<file path="config.mk">
export PLATFORM = sky130hd
export DESIGN_NAME = adc_ctrl_top
export DESIGN_NICKNAME = d
export VERILOG_FILES = /design/src/adc_ctrl_pkg.sv /design/src/spi_frame_if.sv /design/src/adc_ctrl_top.sv /design/src/sample_packer.sv /design/src/miso_capture.sv /design/src/spi_frame_engine.sv /design/src/cmd_sequencer.sv
export SDC_FILE = /design/constraint.sdc
export NUM_CORES = 1
export LEC_CHECK = 0
export BUFFER_PORTS_ARGS = -buffer_cell sky130_fd_sc_hd__buf_4
export CAP_MARGIN = 20
export CORE_ASPECT_RATIO = 0.8
export CORE_MARGIN = 2
export CORE_UTILIZATION = 25
export CTS_CLUSTER_SIZE = 28
export DETAILED_ROUTE_END_ITERATION = 7
export HOLD_SLACK_MARGIN = 0.05
export PLACE_DENSITY = 0.43
export SYNTH_ARGS = -nofsm -noshare
export SYNTH_HDL_FRONTEND = slang
export SYNTH_SLANG_ARGS = --single-unit
</file>
<file path="constraint.sdc">
create_clock -name clk -period 5.3 [get_ports clk]
set_input_delay 1.59 -clock clk [delete_from_list [all_inputs] [get_ports clk]]
set_output_delay 1.59 -clock clk [all_outputs]
set_load 0.01 [all_outputs]
</file>
<file path="src/adc_ctrl_pkg.sv">
`default_nettype none

package adc_ctrl_pkg;

  ////////////////////
  // Command word layout

  typedef logic [31:0] cmd_word_t; // One entry of the command buffer

  // Opcode field sits at the top of the word
  localparam int OPC_HI = 31;
  localparam int OPC_LO = 29;

  // Unlisted codes are rejected as bad commands
  typedef enum logic [2:0] {
    NO_OP   = 3'd0, // Wait cycles or triggers
    SET_ORD = 3'd1, // Load channel order
    ADC_RD  = 3'd2  // Read all channels, then wait
  } opcode_e;

  localparam int TRIG_BIT = 28; // 1 = count triggers, 0 = count cycles
  localparam int CONT_BIT = 27; // Another command must follow

  localparam int COUNT_W = 25; // Count field in bits 24:0

  ////////////////////
  // ADC geometry

  localparam int CHAN_W = 3;  // Channel index width
  localparam int N_CHAN = 8;  // Channels per read, also SET_ORD field count

  localparam int FRAME_BITS = 16; // SPI frame length

  typedef logic [FRAME_BITS-1:0] sample_t; // One ADC result or one request frame
  typedef logic [31:0] data_word_t;        // Two results, first in the low half

  ////////////////////
  // Frame helpers

  // On-the-fly sample request for channel ch
  // Layout is 1,0 then channel then zero padding
  function automatic sample_t otf_request(input logic [CHAN_W-1:0] ch);
    sample_t req;
    req = {2'b10, ch, 11'd0};
    return req;
  endfunction

endpackage

`default_nettype wire
</file>
<file path="src/spi_frame_if.sv">
`default_nettype none

// Frame handshake between sequencer, engine and MISO capture
interface spi_frame_if (
  input logic clk
);

  logic                  start;       // One-cycle request for a new frame
  adc_ctrl_pkg::sample_t tx_word;     // Request word, valid with start
  logic                  rx_expected; // Frame carries a result back, held as a level
  logic                  frame_done;  // Pulses when n_cs returns high
  logic                  n_cs;        // Chip select, active low

  modport sequencer (input clk, output start, tx_word, rx_expected, input frame_done);
  modport engine    (input clk, input start, tx_word, output frame_done, n_cs);
  modport capture   (input clk, input n_cs, rx_expected);

endinterface

`default_nettype wire

</file>
<file path="src/adc_ctrl_top.sv">
`default_nettype none

module adc_ctrl_top #(
  parameter int CS_HIGH_CYCLES = 4
) (
  input  logic                     clk,
  input  logic                     resetn,
  // Command buffer, first word fall through
  input  adc_ctrl_pkg::cmd_word_t  cmd_buf_word,
  input  logic                     cmd_buf_empty,
  output logic                     cmd_buf_rd_en,
  // Data buffer
  input  logic                     data_buf_full,
  output logic                     data_buf_wr_en,
  output adc_ctrl_pkg::data_word_t data_word,
  // Trigger
  input  logic                     trigger,
  output logic                     waiting_for_trig,
  // SPI
  output logic                     n_cs,
  output logic                     mosi,
  input  logic                     miso,
  // Sticky errors
  output logic                     bad_cmd,
  output logic                     cmd_buf_underflow,
  output logic                     unexp_trig,
  output logic                     delay_too_short,
  output logic                     data_buf_overflow
);

  logic                  halt;
  logic                  overflow;
  logic                  sample_valid;
  adc_ctrl_pkg::sample_t sample;

  spi_frame_if frm_if (.clk(clk));

  assign n_cs = frm_if.n_cs;

  cmd_sequencer seq_i (
    .clk               (clk),
    .resetn            (resetn),
    .cmd_buf_word      (cmd_buf_word),
    .cmd_buf_empty     (cmd_buf_empty),
    .cmd_buf_rd_en     (cmd_buf_rd_en),
    .trigger           (trigger),
    .waiting_for_trig  (waiting_for_trig),
    .overflow          (overflow),
    .halt              (halt),
    .frm               (frm_if.sequencer),
    .bad_cmd           (bad_cmd),
    .cmd_buf_underflow (cmd_buf_underflow),
    .unexp_trig        (unexp_trig),
    .delay_too_short   (delay_too_short),
    .data_buf_overflow (data_buf_overflow)
  );

  spi_frame_engine #(.CS_HIGH_CYCLES(CS_HIGH_CYCLES)) eng_i (
    .clk    (clk),
    .resetn (resetn),
    .halt   (halt),
    .frm    (frm_if.engine),
    .mosi   (mosi)
  );

  miso_capture cap_i (
    .clk          (clk),
    .resetn       (resetn),
    .miso         (miso),
    .frm          (frm_if.capture),
    .sample_valid (sample_valid),
    .sample       (sample)
  );

  sample_packer pack_i (
    .clk            (clk),
    .resetn         (resetn),
    .halt           (halt),
    .sample_valid   (sample_valid),
    .sample         (sample),
    .data_buf_full  (data_buf_full),
    .data_buf_wr_en (data_buf_wr_en),
    .data_word      (data_word),
    .overflow       (overflow)
  );

endmodule

`default_nettype wire

</file>
<file path="src/sample_packer.sv">
`default_nettype none

module sample_packer (
  input  logic                     clk,
  input  logic                     resetn,
  input  logic                     halt,
  input  logic                     sample_valid,
  input  adc_ctrl_pkg::sample_t    sample,
  input  logic                     data_buf_full,
  output logic                     data_buf_wr_en,
  output adc_ctrl_pkg::data_word_t data_word,
  output logic                     overflow
);

  logic                  have_low; // Low half waiting for its partner
  adc_ctrl_pkg::sample_t low_half;
  logic                  pair_rdy;

  assign pair_rdy = sample_valid && have_low && !halt;

  ////////////////////
  // Pairing

  always_ff @(posedge clk) begin
    if (!resetn || halt) have_low <= 1'b0; // Drop a half pair on halt
    else if (sample_valid) have_low <= ~have_low;
  end

  always_ff @(posedge clk) begin
    if (sample_valid && !have_low) low_half <= sample; // First result of the pair
  end

  ////////////////////
  // Buffer write

  always_ff @(posedge clk) begin
    if (!resetn) begin
      data_buf_wr_en <= 1'b0;
      overflow       <= 1'b0;
    end else begin
      data_buf_wr_en <= pair_rdy && !data_buf_full;
      overflow       <= pair_rdy && data_buf_full; // Pair lost, no stall
    end
  end

  always_ff @(posedge clk) begin
    if (pair_rdy) data_word <= {sample, low_half}; // New result on top
  end

  // A held valid would pair a result with itself
  a_valid_is_pulse: assert property (@(posedge clk) disable iff (!resetn)
    sample_valid |=> !sample_valid);

endmodule

`default_nettype wire

</file>
<file path="src/miso_capture.sv">
`default_nettype none

module miso_capture (
  input  logic                  clk,
  input  logic                  resetn,
  input  logic                  miso,
  spi_frame_if.capture          frm,
  output logic                  sample_valid,
  output adc_ctrl_pkg::sample_t sample
);

  localparam int CNT_W = $clog2(adc_ctrl_pkg::FRAME_BITS);

  logic [CNT_W-1:0] bit_cnt; // Bits taken so far, wraps per frame
  logic             take;

  // Only frames that carry a previous result
  assign take = !frm.n_cs && frm.rx_expected;

  always_ff @(posedge clk) begin
    if (!resetn) begin
      bit_cnt      <= '0;
      sample_valid <= 1'b0;
    end else begin
      sample_valid <= take && (bit_cnt == CNT_W'(adc_ctrl_pkg::FRAME_BITS - 1)); // Last bit
      if (take) bit_cnt <= bit_cnt + 1'b1;
    end
  end

  // MSB arrives first
  always_ff @(posedge clk) begin
    if (take) sample <= {sample[adc_ctrl_pkg::FRAME_BITS-2:0], miso};
  end

endmodule

`default_nettype wire

</file>
<file path="src/spi_frame_engine.sv">
`default_nettype none

module spi_frame_engine #(
  parameter int CS_HIGH_CYCLES = 4 // n_cs high time before each frame, 1..255
) (
  input  logic        clk,
  input  logic        resetn,
  input  logic        halt,
  spi_frame_if.engine frm,
  output logic        mosi
);

  localparam int BIT_W = $clog2(adc_ctrl_pkg::FRAME_BITS + 1);

  logic [7:0]            cs_timer; // n_cs high countdown
  logic [BIT_W-1:0]      bit_cnt;  // Bits left in the frame
  adc_ctrl_pkg::sample_t shreg;    // MOSI shift register

  ////////////////////
  // Chip select and bit counter

  always_ff @(posedge clk) begin
    if (!resetn || halt) begin
      cs_timer       <= '0;
      bit_cnt        <= '0;
      frm.n_cs       <= 1'b1; // Idle high
      frm.frame_done <= 1'b0;
    end else begin
      frm.frame_done <= 1'b0;
      if (frm.start) cs_timer <= 8'(CS_HIGH_CYCLES);
      else if (cs_timer != '0) cs_timer <= cs_timer - 1'b1;

      if (cs_timer == 8'd1) begin
        frm.n_cs <= 1'b0;                          // High time over, open frame
        bit_cnt  <= BIT_W'(adc_ctrl_pkg::FRAME_BITS);
      end else if (bit_cnt != '0) begin
        bit_cnt <= bit_cnt - 1'b1;
        if (bit_cnt == BIT_W'(1)) begin
          frm.n_cs       <= 1'b1; // Close frame
          frm.frame_done <= 1'b1;
        end
      end
    end
  end

  ////////////////////
  // MOSI shifter

  // Shifts MSB first while the frame is open
  always_ff @(posedge clk) begin
    if (frm.start) shreg <= frm.tx_word;
    else if (!frm.n_cs) shreg <= {shreg[adc_ctrl_pkg::FRAME_BITS-2:0], 1'b0};
  end

  assign mosi = shreg[adc_ctrl_pkg::FRAME_BITS-1] & ~frm.n_cs; // Quiet low between frames

  // New requests only reach an idle engine
  a_start_when_idle: assert property (@(posedge clk) disable iff (!resetn || halt)
    frm.start |-> (frm.n_cs && cs_timer == '0 && bit_cnt == '0));

endmodule

`default_nettype wire

</file>
<file path="src/cmd_sequencer.sv">
`default_nettype none

module cmd_sequencer (
  input  logic                    clk,
  input  logic                    resetn,
  input  adc_ctrl_pkg::cmd_word_t cmd_buf_word,
  input  logic                    cmd_buf_empty,
  output logic                    cmd_buf_rd_en,
  input  logic                    trigger,
  output logic                    waiting_for_trig,
  input  logic                    overflow,      // Pulse from the packer
  output logic                    halt,
  spi_frame_if.sequencer          frm,
  output logic                    bad_cmd,
  output logic                    cmd_buf_underflow,
  output logic                    unexp_trig,
  output logic                    delay_too_short,
  output logic                    data_buf_overflow
);

  typedef enum logic [2:0] {IDLE, DELAY, TRIG_WAIT, ADC_RD, ADC_WAIT, ERROR} state_e;

  localparam int IDX_W = 4; // Frame index 0..8
  localparam logic [IDX_W-1:0] LAST_IDX = IDX_W'(adc_ctrl_pkg::N_CHAN);

  state_e                              state, state_nxt;
  adc_ctrl_pkg::opcode_e               opc;
  logic [adc_ctrl_pkg::COUNT_W-1:0]    count_f;
  logic                                wait_trig, expect_next;
  logic [adc_ctrl_pkg::COUNT_W-1:0]    delay_timer, trig_cnt;
  logic [adc_ctrl_pkg::CHAN_W-1:0]     order [adc_ctrl_pkg::N_CHAN];
  logic [IDX_W-1:0]                    word_idx, next_idx;
  logic [adc_ctrl_pkg::CHAN_W-1:0]     next_chan;
  logic                                live, accept, opc_ok, is_wait_cmd;
  logic                                delay_done, trig_done, wait_done, cmd_done;
  logic                                trig_ok, read_end;
  logic                                bad_now, under_now, unexp_now, short_now, ovf_now, err_now;

  ////////////////////
  // Command decode

  assign opc         = adc_ctrl_pkg::opcode_e'(cmd_buf_word[adc_ctrl_pkg::OPC_HI:adc_ctrl_pkg::OPC_LO]);
  assign count_f     = cmd_buf_word[adc_ctrl_pkg::COUNT_W-1:0];
  assign opc_ok      = opc inside {adc_ctrl_pkg::NO_OP, adc_ctrl_pkg::SET_ORD, adc_ctrl_pkg::ADC_RD};
  assign is_wait_cmd = (opc == adc_ctrl_pkg::NO_OP) || (opc == adc_ctrl_pkg::ADC_RD);

  // Wait completion
  assign delay_done = (delay_timer == '0);
  assign trig_done  = (trigger && trig_cnt == 1) || (trig_cnt == '0); // Count 1 ends on its trigger
  assign wait_done  = wait_trig ? trig_done : delay_done;

  assign cmd_done = (state == IDLE)
                    || (state == DELAY && delay_done)
                    || (state == TRIG_WAIT && trig_done)
                    || (state == ADC_WAIT && wait_done);

  assign live          = (state != ERROR);
  assign cmd_buf_rd_en = live && cmd_done && !cmd_buf_empty; // FWFT pop
  assign accept        = cmd_buf_rd_en;

  // Triggers are expected only in a trigger wait
  assign trig_ok          = (state == TRIG_WAIT) || (state == ADC_WAIT && wait_trig);
  assign waiting_for_trig = trig_ok;
  assign halt             = (state == ERROR);

  // Frame sequencing, frame 8 only flushes the last result
  assign next_idx  = word_idx + 1'b1;
  assign next_chan = (next_idx == LAST_IDX) ? '0 : order[next_idx[adc_ctrl_pkg::CHAN_W-1:0]];
  assign read_end  = (state == ADC_RD) && frm.frame_done && (word_idx == LAST_IDX);

  ////////////////////
  // Error detection

  assign bad_now   = accept && !opc_ok;
  assign under_now = live && cmd_done && expect_next && cmd_buf_empty;
  assign unexp_now = live && trigger && !trig_ok && (trig_cnt <= 1);
  assign short_now = (state == ADC_RD) && !wait_trig && delay_done; // Delay ran out mid-read
  assign ovf_now   = live && overflow;
  assign err_now   = bad_now || under_now || unexp_now || short_now || ovf_now;

  ////////////////////
  // FSM

  always_comb begin
    state_nxt = state;
    if (err_now) begin
      state_nxt = ERROR; // Held until reset
    end else if (accept) begin
      case (opc)
        adc_ctrl_pkg::NO_OP:   state_nxt = cmd_buf_word[adc_ctrl_pkg::TRIG_BIT] ? TRIG_WAIT : DELAY;
        adc_ctrl_pkg::SET_ORD: state_nxt = IDLE;
        adc_ctrl_pkg::ADC_RD:  state_nxt = ADC_RD;
        default:               state_nxt = ERROR;
      endcase
    end else if (cmd_done) begin
      state_nxt = IDLE; // Buffer ran dry without a pending continue
    end else if (read_end) begin
      state_nxt = ADC_WAIT;
    end
  end

  always_ff @(posedge clk) begin
    if (!resetn) begin
      state           <= IDLE;
      wait_trig       <= 1'b0;
      expect_next     <= 1'b0;
      delay_timer     <= '0;
      trig_cnt        <= '0;
      word_idx        <= '0;
      frm.start       <= 1'b0;
      frm.rx_expected <= 1'b0;
    end else begin
      state     <= state_nxt;
      frm.start <= 1'b0; // Pulse only
      if (err_now || !live) begin
        wait_trig       <= 1'b0;
        expect_next     <= 1'b0;
        delay_timer     <= '0;
        trig_cnt        <= '0;
        word_idx        <= '0;
        frm.rx_expected <= 1'b0;
      end else if (accept) begin
        expect_next <= cmd_buf_word[adc_ctrl_pkg::CONT_BIT];
        wait_trig   <= is_wait_cmd && cmd_buf_word[adc_ctrl_pkg::TRIG_BIT];
        if (is_wait_cmd) begin
          // Count goes to exactly one of the two counters
          delay_timer <= cmd_buf_word[adc_ctrl_pkg::TRIG_BIT] ? '0 : count_f;
          trig_cnt    <= cmd_buf_word[adc_ctrl_pkg::TRIG_BIT] ? count_f : '0;
        end
        if (opc == adc_ctrl_pkg::ADC_RD) begin
          frm.start       <= 1'b1; // Frame 0, nothing comes back
          frm.rx_expected <= 1'b0;
          word_idx        <= '0;
        end
      end else begin
        if (!delay_done) delay_timer <= delay_timer - 1'b1;
        if (trigger && trig_cnt != '0) trig_cnt <= trig_cnt - 1'b1;
        if (state == ADC_RD && frm.frame_done && word_idx != LAST_IDX) begin
          frm.start       <= 1'b1; // Back to back with the previous frame
          frm.rx_expected <= 1'b1;
          word_idx        <= next_idx;
        end
      end
    end
  end

  // Request word, loaded alongside start
  always_ff @(posedge clk) begin
    if (accept) frm.tx_word <= adc_ctrl_pkg::otf_request(order[0]);
    else if (state == ADC_RD && frm.frame_done) frm.tx_word <= adc_ctrl_pkg::otf_request(next_chan);
  end

  ////////////////////
  // Sample order table

  always_ff @(posedge clk) begin
    if (!resetn) begin
      for (int i = 0; i < adc_ctrl_pkg::N_CHAN; i++) order[i] <= adc_ctrl_pkg::CHAN_W'(i); // Identity
    end else if (accept && opc == adc_ctrl_pkg::SET_ORD) begin
      for (int i = 0; i < adc_ctrl_pkg::N_CHAN; i++) begin
        order[i] <= cmd_buf_word[i*adc_ctrl_pkg::CHAN_W +: adc_ctrl_pkg::CHAN_W];
      end
    end
  end

  ////////////////////
  // Sticky flags

  always_ff @(posedge clk) begin
    if (!resetn) begin
      bad_cmd           <= 1'b0;
      cmd_buf_underflow <= 1'b0;
      unexp_trig        <= 1'b0;
      delay_too_short   <= 1'b0;
      data_buf_overflow <= 1'b0;
    end else begin
      if (bad_now)   bad_cmd           <= 1'b1;
      if (under_now) cmd_buf_underflow <= 1'b1;
      if (unexp_now) unexp_trig        <= 1'b1;
      if (short_now) delay_too_short   <= 1'b1;
      if (ovf_now)   data_buf_overflow <= 1'b1;
    end
  end

  // No new frame until the engine has closed the current one
  a_start_spacing: assert property (@(posedge frm.clk) disable iff (!resetn || halt)
    frm.start |=> (!frm.start until_with frm.frame_done));

endmodule

`default_nettype wire

</file>
### Yosys cells after proc, flatten, opt, wreduce, memory -nomap -nowiden

Memory sizes are Yosys's and may differ from the RTL's.
Cells that the tools add are included.

| cells by class | value |
|---|---|
| add/sub/neg operators | 6 |
| magnitude comparators | 1 |
| eq/ne operators | 19 |
| multiplexer cells | 49 |
| bitwise logic cells | 13 |
| reductions and logical operators | 76 |

Operator list:

| kind | count |
|---|---|
| two-way mux 25 bit | 8 |
| logical NOT 25 bit | 2 |
| subtractor 25 x 1 -> 25 bit, second input constant | 2 |
| two-way mux 3 bit | 15 |
| two-way mux 14 bit | 3 |
| logical AND 1 bit | 29 |
| equality test 25 x 1 -> 1 bit, second input constant | 1 |
| less-or-equal comparator 25 x 1 -> 1 bit, second input constant | 1 |
| nonzero test 25 bit | 1 |
| two-way mux 16 bit | 1 |
| two-way mux 1 bit | 15 |
| equality test 4 bit, second input constant | 3 |
| logical OR 1 bit | 12 |
| two-way mux 4 bit | 3 |
| nonzero test 2 bit | 6 |
| logical NOT 1 bit | 10 |
| two-way mux 5 bit | 2 |
| equality test 3 x 2 -> 1 bit, second input constant | 3 |
| case mux 3 bit (3 select lines) | 1 |
| adder 4 x 1 -> 4 bit, second input constant | 2 |
| equality test 8 x 1 -> 1 bit, second input constant | 1 |
| OR 1 bit | 8 |
| AND reduction 2 bit | 4 |
| nonzero test 8 bit | 1 |
| 18 further kinds | 30 |

| storage, ports and cells | value |
|---|---|
| register bits after elaboration | 171 |
| RAM bits | 24 |
| input port bits | 38 |
| output and inout bits | 42 |
| word-level logic and storage cells | 196 |
| memories kept | 1 |

Memory list:

| memory | depth | bits a word | read ports | clocked after memory_dff | wr ports | RTL line | text |
|---|---|---|---|---|---|---|---|
| seq_i.order | 8 | 3 | 2 | 0 | 8 | cmd_sequencer.sv:31 | `logic [adc_ctrl_pkg::CHAN_W-1:0] order [adc_ctrl_pkg::N_CHAN];` |

### Depth between registers and ports, before layout

| logic depth | value |
|---|---|
| depth in word-level cells | 15 |
| mapped depth | 13 |
| gate-level depth less buffers | 10 |

### Modules after synthesis

Synthesis repeated with hierarchy kept, for this count alone.

| unflattened totals | value |
|---|---|
| cells, all modules | 865 |
| area total of the unflattened synthesis | 9195.1 um^2 |

Modules (own cells, without submodules):

| module | times used | cells an instance | area each (um^2) | sequential area each (um^2) |
|---|---|---|---|---|
| cmd_sequencer | 1 | 649 | 5504.0 | 2132.0 |
| sample_packer | 1 | 60 | 1559.0 | 1501.4 |
| spi_frame_engine | 1 | 120 | 1436.4 | 780.7 |
| miso_capture | 1 | 36 | 695.7 | 580.6 |

### Least setup slack after synthesis

Ideal clock, no wire load.

| timing | value |
|---|---|
| path kind | input -> register |
| from | input trigger |
| to | memory seq_i.order[0][0] in the netlist's numbering (enable) |
| setup time | 438 ps |
| data arrival time | 4410 ps |
| data required time | 4862 ps |
| setup slack | 451 ps |
| stages | 7 |
| path buffers | 2 |
| cell sequence | a21oi_1 a211o_1 o31ai_4 o21ai_1 buf_4 clkbuf_1 o21ai_0 |

RTL lines:

| element | RTL line | text |
|---|---|---|
| from (decl) | adc_ctrl_top.sv:17 | `input logic trigger,` |
| to (decl) | cmd_sequencer.sv:31 |  |

### Final worst setup path

| timing | value |
|---|---|
| from | register seq_i.delay_timer[4] in the netlist's numbering |
| to | output cmd_buf_rd_en |

| on the way | value |
|---|---|
| longest elaborated chain between the ends | 7 |
| elaborated cells between the ends (all ways) | 9 |
| classes of those cells | mux (1); reduce/logical (8) |

RTL lines:

| element | RTL line | text |
|---|---|---|
| from (decl) | cmd_sequencer.sv:30 | `logic [adc_ctrl_pkg::COUNT_W-1:0] delay_timer, trig_cnt;` |
| from (signal assigned) | cmd_sequencer.sv:127 | `delay_timer <= cmd_buf_word[adc_ctrl_pkg::TRIG_BIT] ? '0 : count_f;` |
| from (signal assigned) | cmd_sequencer.sv:136 | `if (!delay_done) delay_timer <= delay_timer - 1'b1;` |
| logical NOT 25 bit * | cmd_sequencer.sv:48 | `assign delay_done = (delay_timer == '0);` |
| logical AND 1 bit | cmd_sequencer.sv:53 | `\|\| (state == DELAY && delay_done)` |
| logical OR 1 bit | cmd_sequencer.sv:53 |  |
| logical OR 1 bit | cmd_sequencer.sv:54 | `\|\| (state == TRIG_WAIT && trig_done)` |
| logical OR 1 bit * | cmd_sequencer.sv:55 | `\|\| (state == ADC_WAIT && wait_done);` |
| logical AND 1 bit * (2 in series) | cmd_sequencer.sv:58 | `assign cmd_buf_rd_en = live && cmd_done && !cmd_buf_empty;` |
| to (decl) | adc_ctrl_top.sv:11 | `output logic cmd_buf_rd_en,` |

Mark *: on every way between the ends. The rest lies on a longest branch, timed or not.

==> summary.txt <==
Setup path
  – Crit-path max FO: 7
  – Crit-path cells: or4_1, or3_1, nor4_2, o21ai_4, inv_2, buf_4
  – Nature of the critical path endpoint: primary output
  – CP Data Arrival Time: 2.71 ns
  – Cell family with most CP delay: simple AND/OR/NAND/NOR gates
  – Slowest-stage cell, CP: or4_1
  – Worst path bufs/invs: 2
  – Crit Path Class: flip-flop to primary output
  – Worst Path Required: 3.71 ns
  – Nature of the critical path startpoint: flip-flop
  – Critical Path Max Stage Delay: 0.67 ns

Timing
  – Final Hold Viols: 0
  – Final Setup Violations: 0
  – Slew margin rel.: 33.6%
  – Setup TNS: 0 ns
  – Tmin final: 4.30 ns
  – Final worst-path cycle share: 81.1%
  – Worst Max-Slew Pin Slew: between 0.9 and 1 ns
  – Hold WS: 0.414 ns
  – Final Worst Setup Slack: 1.00 ns
  – Setup Skew: between 0.015 and 0.02 ns
  – Setup repair after global routing missed its margin: false
  – Slew Limit Fails: 0
  – Fmax: 0.233 GHz

Power
  – Sw Pwr: 0.00248 W
  – Total power: 0.00578 W
  – Reg power frac: between 30% and 40%
  – Pleak: 3.57 nW
  – Worst vdd ir: 0.215 mV
  – Combinational share of power: 45.2%
  – Sw Ratio: 42.9%
  – Clk pwr share: 21.3%
  – P_int: 0.00330 W
  – PD cells: 577 nW/µm²

Layout
  – Layout area overhead: 18.3%
  – Highest-count cells in the layout ignoring fill and taps: 96 x edfxtp_1, 90 x buf_4, 89 x dfxtp_1, 86 x nor2_1, 76 x a21oi_1
  – Final core utilization: approximately 30%
  – Commonest non-fill, non-tap cell in the layout: edfxtp_1
  – Layout cells sized above 1: 17.6%
  – Fillers: 3510
  – Layout Nets: around 940

Floorplan
  – Ports: 80
  – Core box area: 33500 µm²
  – Starting density of the core: 25.3%
  – Rows: 60
  – Die ar.: 35400 µm²
  – Die Y: between 150 and 200 µm
  – Die width: around 210 µm

Synth
  – Avg Cell Area, Syn: 10.3 µm²
  – Post-synthesis net count: 873
  – Mapped Cells: a little over 800
  – Cell Area, Synth: approximately 8500 µm²
  – FF+latch count, synth: 185
  – Async set-or-reset flop fraction in the synthesized netlist: 0%
  – Post-synth EDFFs: 96
  – Register area share after synthesis: around 55%
  – YS warnings: 0
  – Netlist cell types: 69
  – Commonest register cell after synthesis: edfxtp_1

Clocking
  – Resize count post-CTS: 0
  – Clock Latency Late Sink: ~0.44 ns
  – TritonCTS Sinks: 185
  – Post-CTS Setup Bufs: 0
  – Hold_buf cts: 0
  – H-tree depth: 4
  – CTS tree: yes
  – Buffer depth of the longest clock path: 2
  – Clk root buf: clkbuf_16
  – CTS buffer count: 17
  – CTS clock-pin slew for the worst setup and hold paths: approximately 0.080 ns

Global routing
  – Total track usage: 14.0%
  – Largest net degree at the start of global routing: 56
  – Initial antenna violation count: 4
  – Grt ovf: 0
  – Vias in the first global route: 6155
  – First-pass GRT wire length: roughly 38000 µm

Detailed routing
  – DR WL/cell: around 18 µm
  – Final ANT Viol Nets: 0
  – Routed wire length: 24300 µm
  – First-pass iteration count of the detailed router: 5
  – First-iteration detailed-routing DRC count: 518
  – # DRC: 0
  – Vias per std cell: 4.81
  – DR vias: 6423

Outcome
  – Status: complete, no violations

Placed design
  – I/O Buffers: 77
  – Place WS: 1.03 ns
  – Final HPWL DP: 16700 µm
  – Final GP Congestion: 0.795

Hold path
  – Worst min path class: flip-flop to flip-flop

Run
  – Max Cap Viol: 0
cell type report:
cell class | count | area [µm²] | share of cell area, %
flip-flops and latches | 185 | 4660 | 46.5
multi-input cells | 570 | 3500 | 34.9
repair buffers | 91 | 696 | 6.94
well taps | 434 | 543 | 5.42
clock buffers | 19 | 433 | 4.32
clock inverters | 13 | 111 | 1.11
inverters | 20 | 75.1 | 0.749
diodes | 2 | 5.00 | 0.0499
per-layer routing:
layer	part of all wire (%)	GRT usage, %	vias up
met4	1.0	3.39	0
met1	50	20.2	3147
met2	45	21.1	114
li1	-	-	3152
met3	4.1	3.06	10
met5	0	0	-
synthesized netlist by cell type, types with 6 or more instances:
cell type  instances  area share (%)
nor4_1            16             1.2
or2_2              8            0.59
and3_1            26             1.9
mux4_2             6             1.6
xor2_1             7            0.72
inv_1             19            0.84
nor3_1            33             2.0
clkbuf_1          16            0.71
dfxtp_1           89              21
ha_1              14             2.1
a21oi_1           76             4.5
or3_1             16             1.2
o21ai_0           50             3.0
edfxtp_1          96              34
xnor2_1           10             1.0
a31oi_1           16             1.2
o311ai_0           7            0.72
nand2_1           48             2.1
o211ai_1           7            0.62
nand3_1           24             1.4
nand2b_1          23             1.7
buf_4             11            0.98
and2_1            15             1.1
o31ai_1            6            0.53
nor2b_1            7            0.52
buf_2             13            0.77
nor2_1            86             3.8
cells by family after synthesis:
kind of cell	after synthesis	share of synthesized area [%]
adder cells (fa/ha/maj)	14	2.07
flip-flops	185	55.1
multiplexers	13	2.45
AND/OR/NAND/NOR	325	19.9
XOR/XNOR	17	1.76
AO/OA/AOI/OAI	201	14.9
buffers and inverters	66	3.89
power groups by stage:
| stage | combinational (W) | clock [W] | sequential, W |
|---|---|---|---|
| 6_report | 0.00261 | 0.00123 | 0.00194 |
| 2_1_floorplan | 0.00200 | 0 | 0.00191 |
| 3_5_place_dp | 0.00261 | 0 | 0.00196 |
| 5_1_grt | 0.00292 | 0.00132 | 0.00197 |
| 4_1_cts | 0.00262 | 0.00127 | 0.00193 |
| 3_3_place_gp | 0.00262 | 0 | 0.00196 |
registers in the layout, summed over array words and instances, names as in the netlist, 3 cells and up:
| register | cells |
|---|---|
| eng_i.bit_cnt | 5 |
| seq_i.trig_cnt | 25 |
| pack_i.low_half | 16 |
| eng_i.shreg | 5 |
| cap_i.bit_cnt | 4 |
| seq_i.frm.tx_word | 3 |
| seq_i.word_idx | 4 |
| cap_i.sample | 16 |
| eng_i.cs_timer | 8 |
| seq_i.state | 3 |
| pack_i.data_word | 32 |
| seq_i.order | 24 |
| seq_i.delay_timer | 25 |
final timing paths:
kind,from,end,slack (ns),cells after the start
worst max-delay path,seq_i.delay_timer[4],cmd_buf_rd_en,1.00,6
worst min-delay path,pack_i.low_half[8],pack_i.data_word[8],0.41,0
worst max register to register,seq_i.delay_timer[4],seq_i.trig_cnt[10],1.48,10
worst min register to register,pack_i.low_half[8],pack_i.data_word[8],0.41,0
worst reg2reg max path: stages (launching register included):
cell and delay [ns]:
dfxtp_1 0.37, or4_1 0.67, or3_1 0.54, nor4_2 0.39, o21ai_4 0.08, inv_2 0.10
buf_4 0.49, buf_4 0.54, or3_1 0.27, o311ai_0 0.12, a31oi_1 0.20
through the flow:
| stage | cell area [µm²] | instances |
|---|---|---|
| 4_1_cts | 10000 | 1332 |
| 5_1_grt | 10000 | 1332 |
| 2_1_floorplan | 8470 | 821 |
| 3_5_place_dp | 9470 | 1300 |
| 6_report | 10000 | 1334 |
| 3_3_place_gp | 9470 | 1300 |
Power figures use the tool's default switching activity.
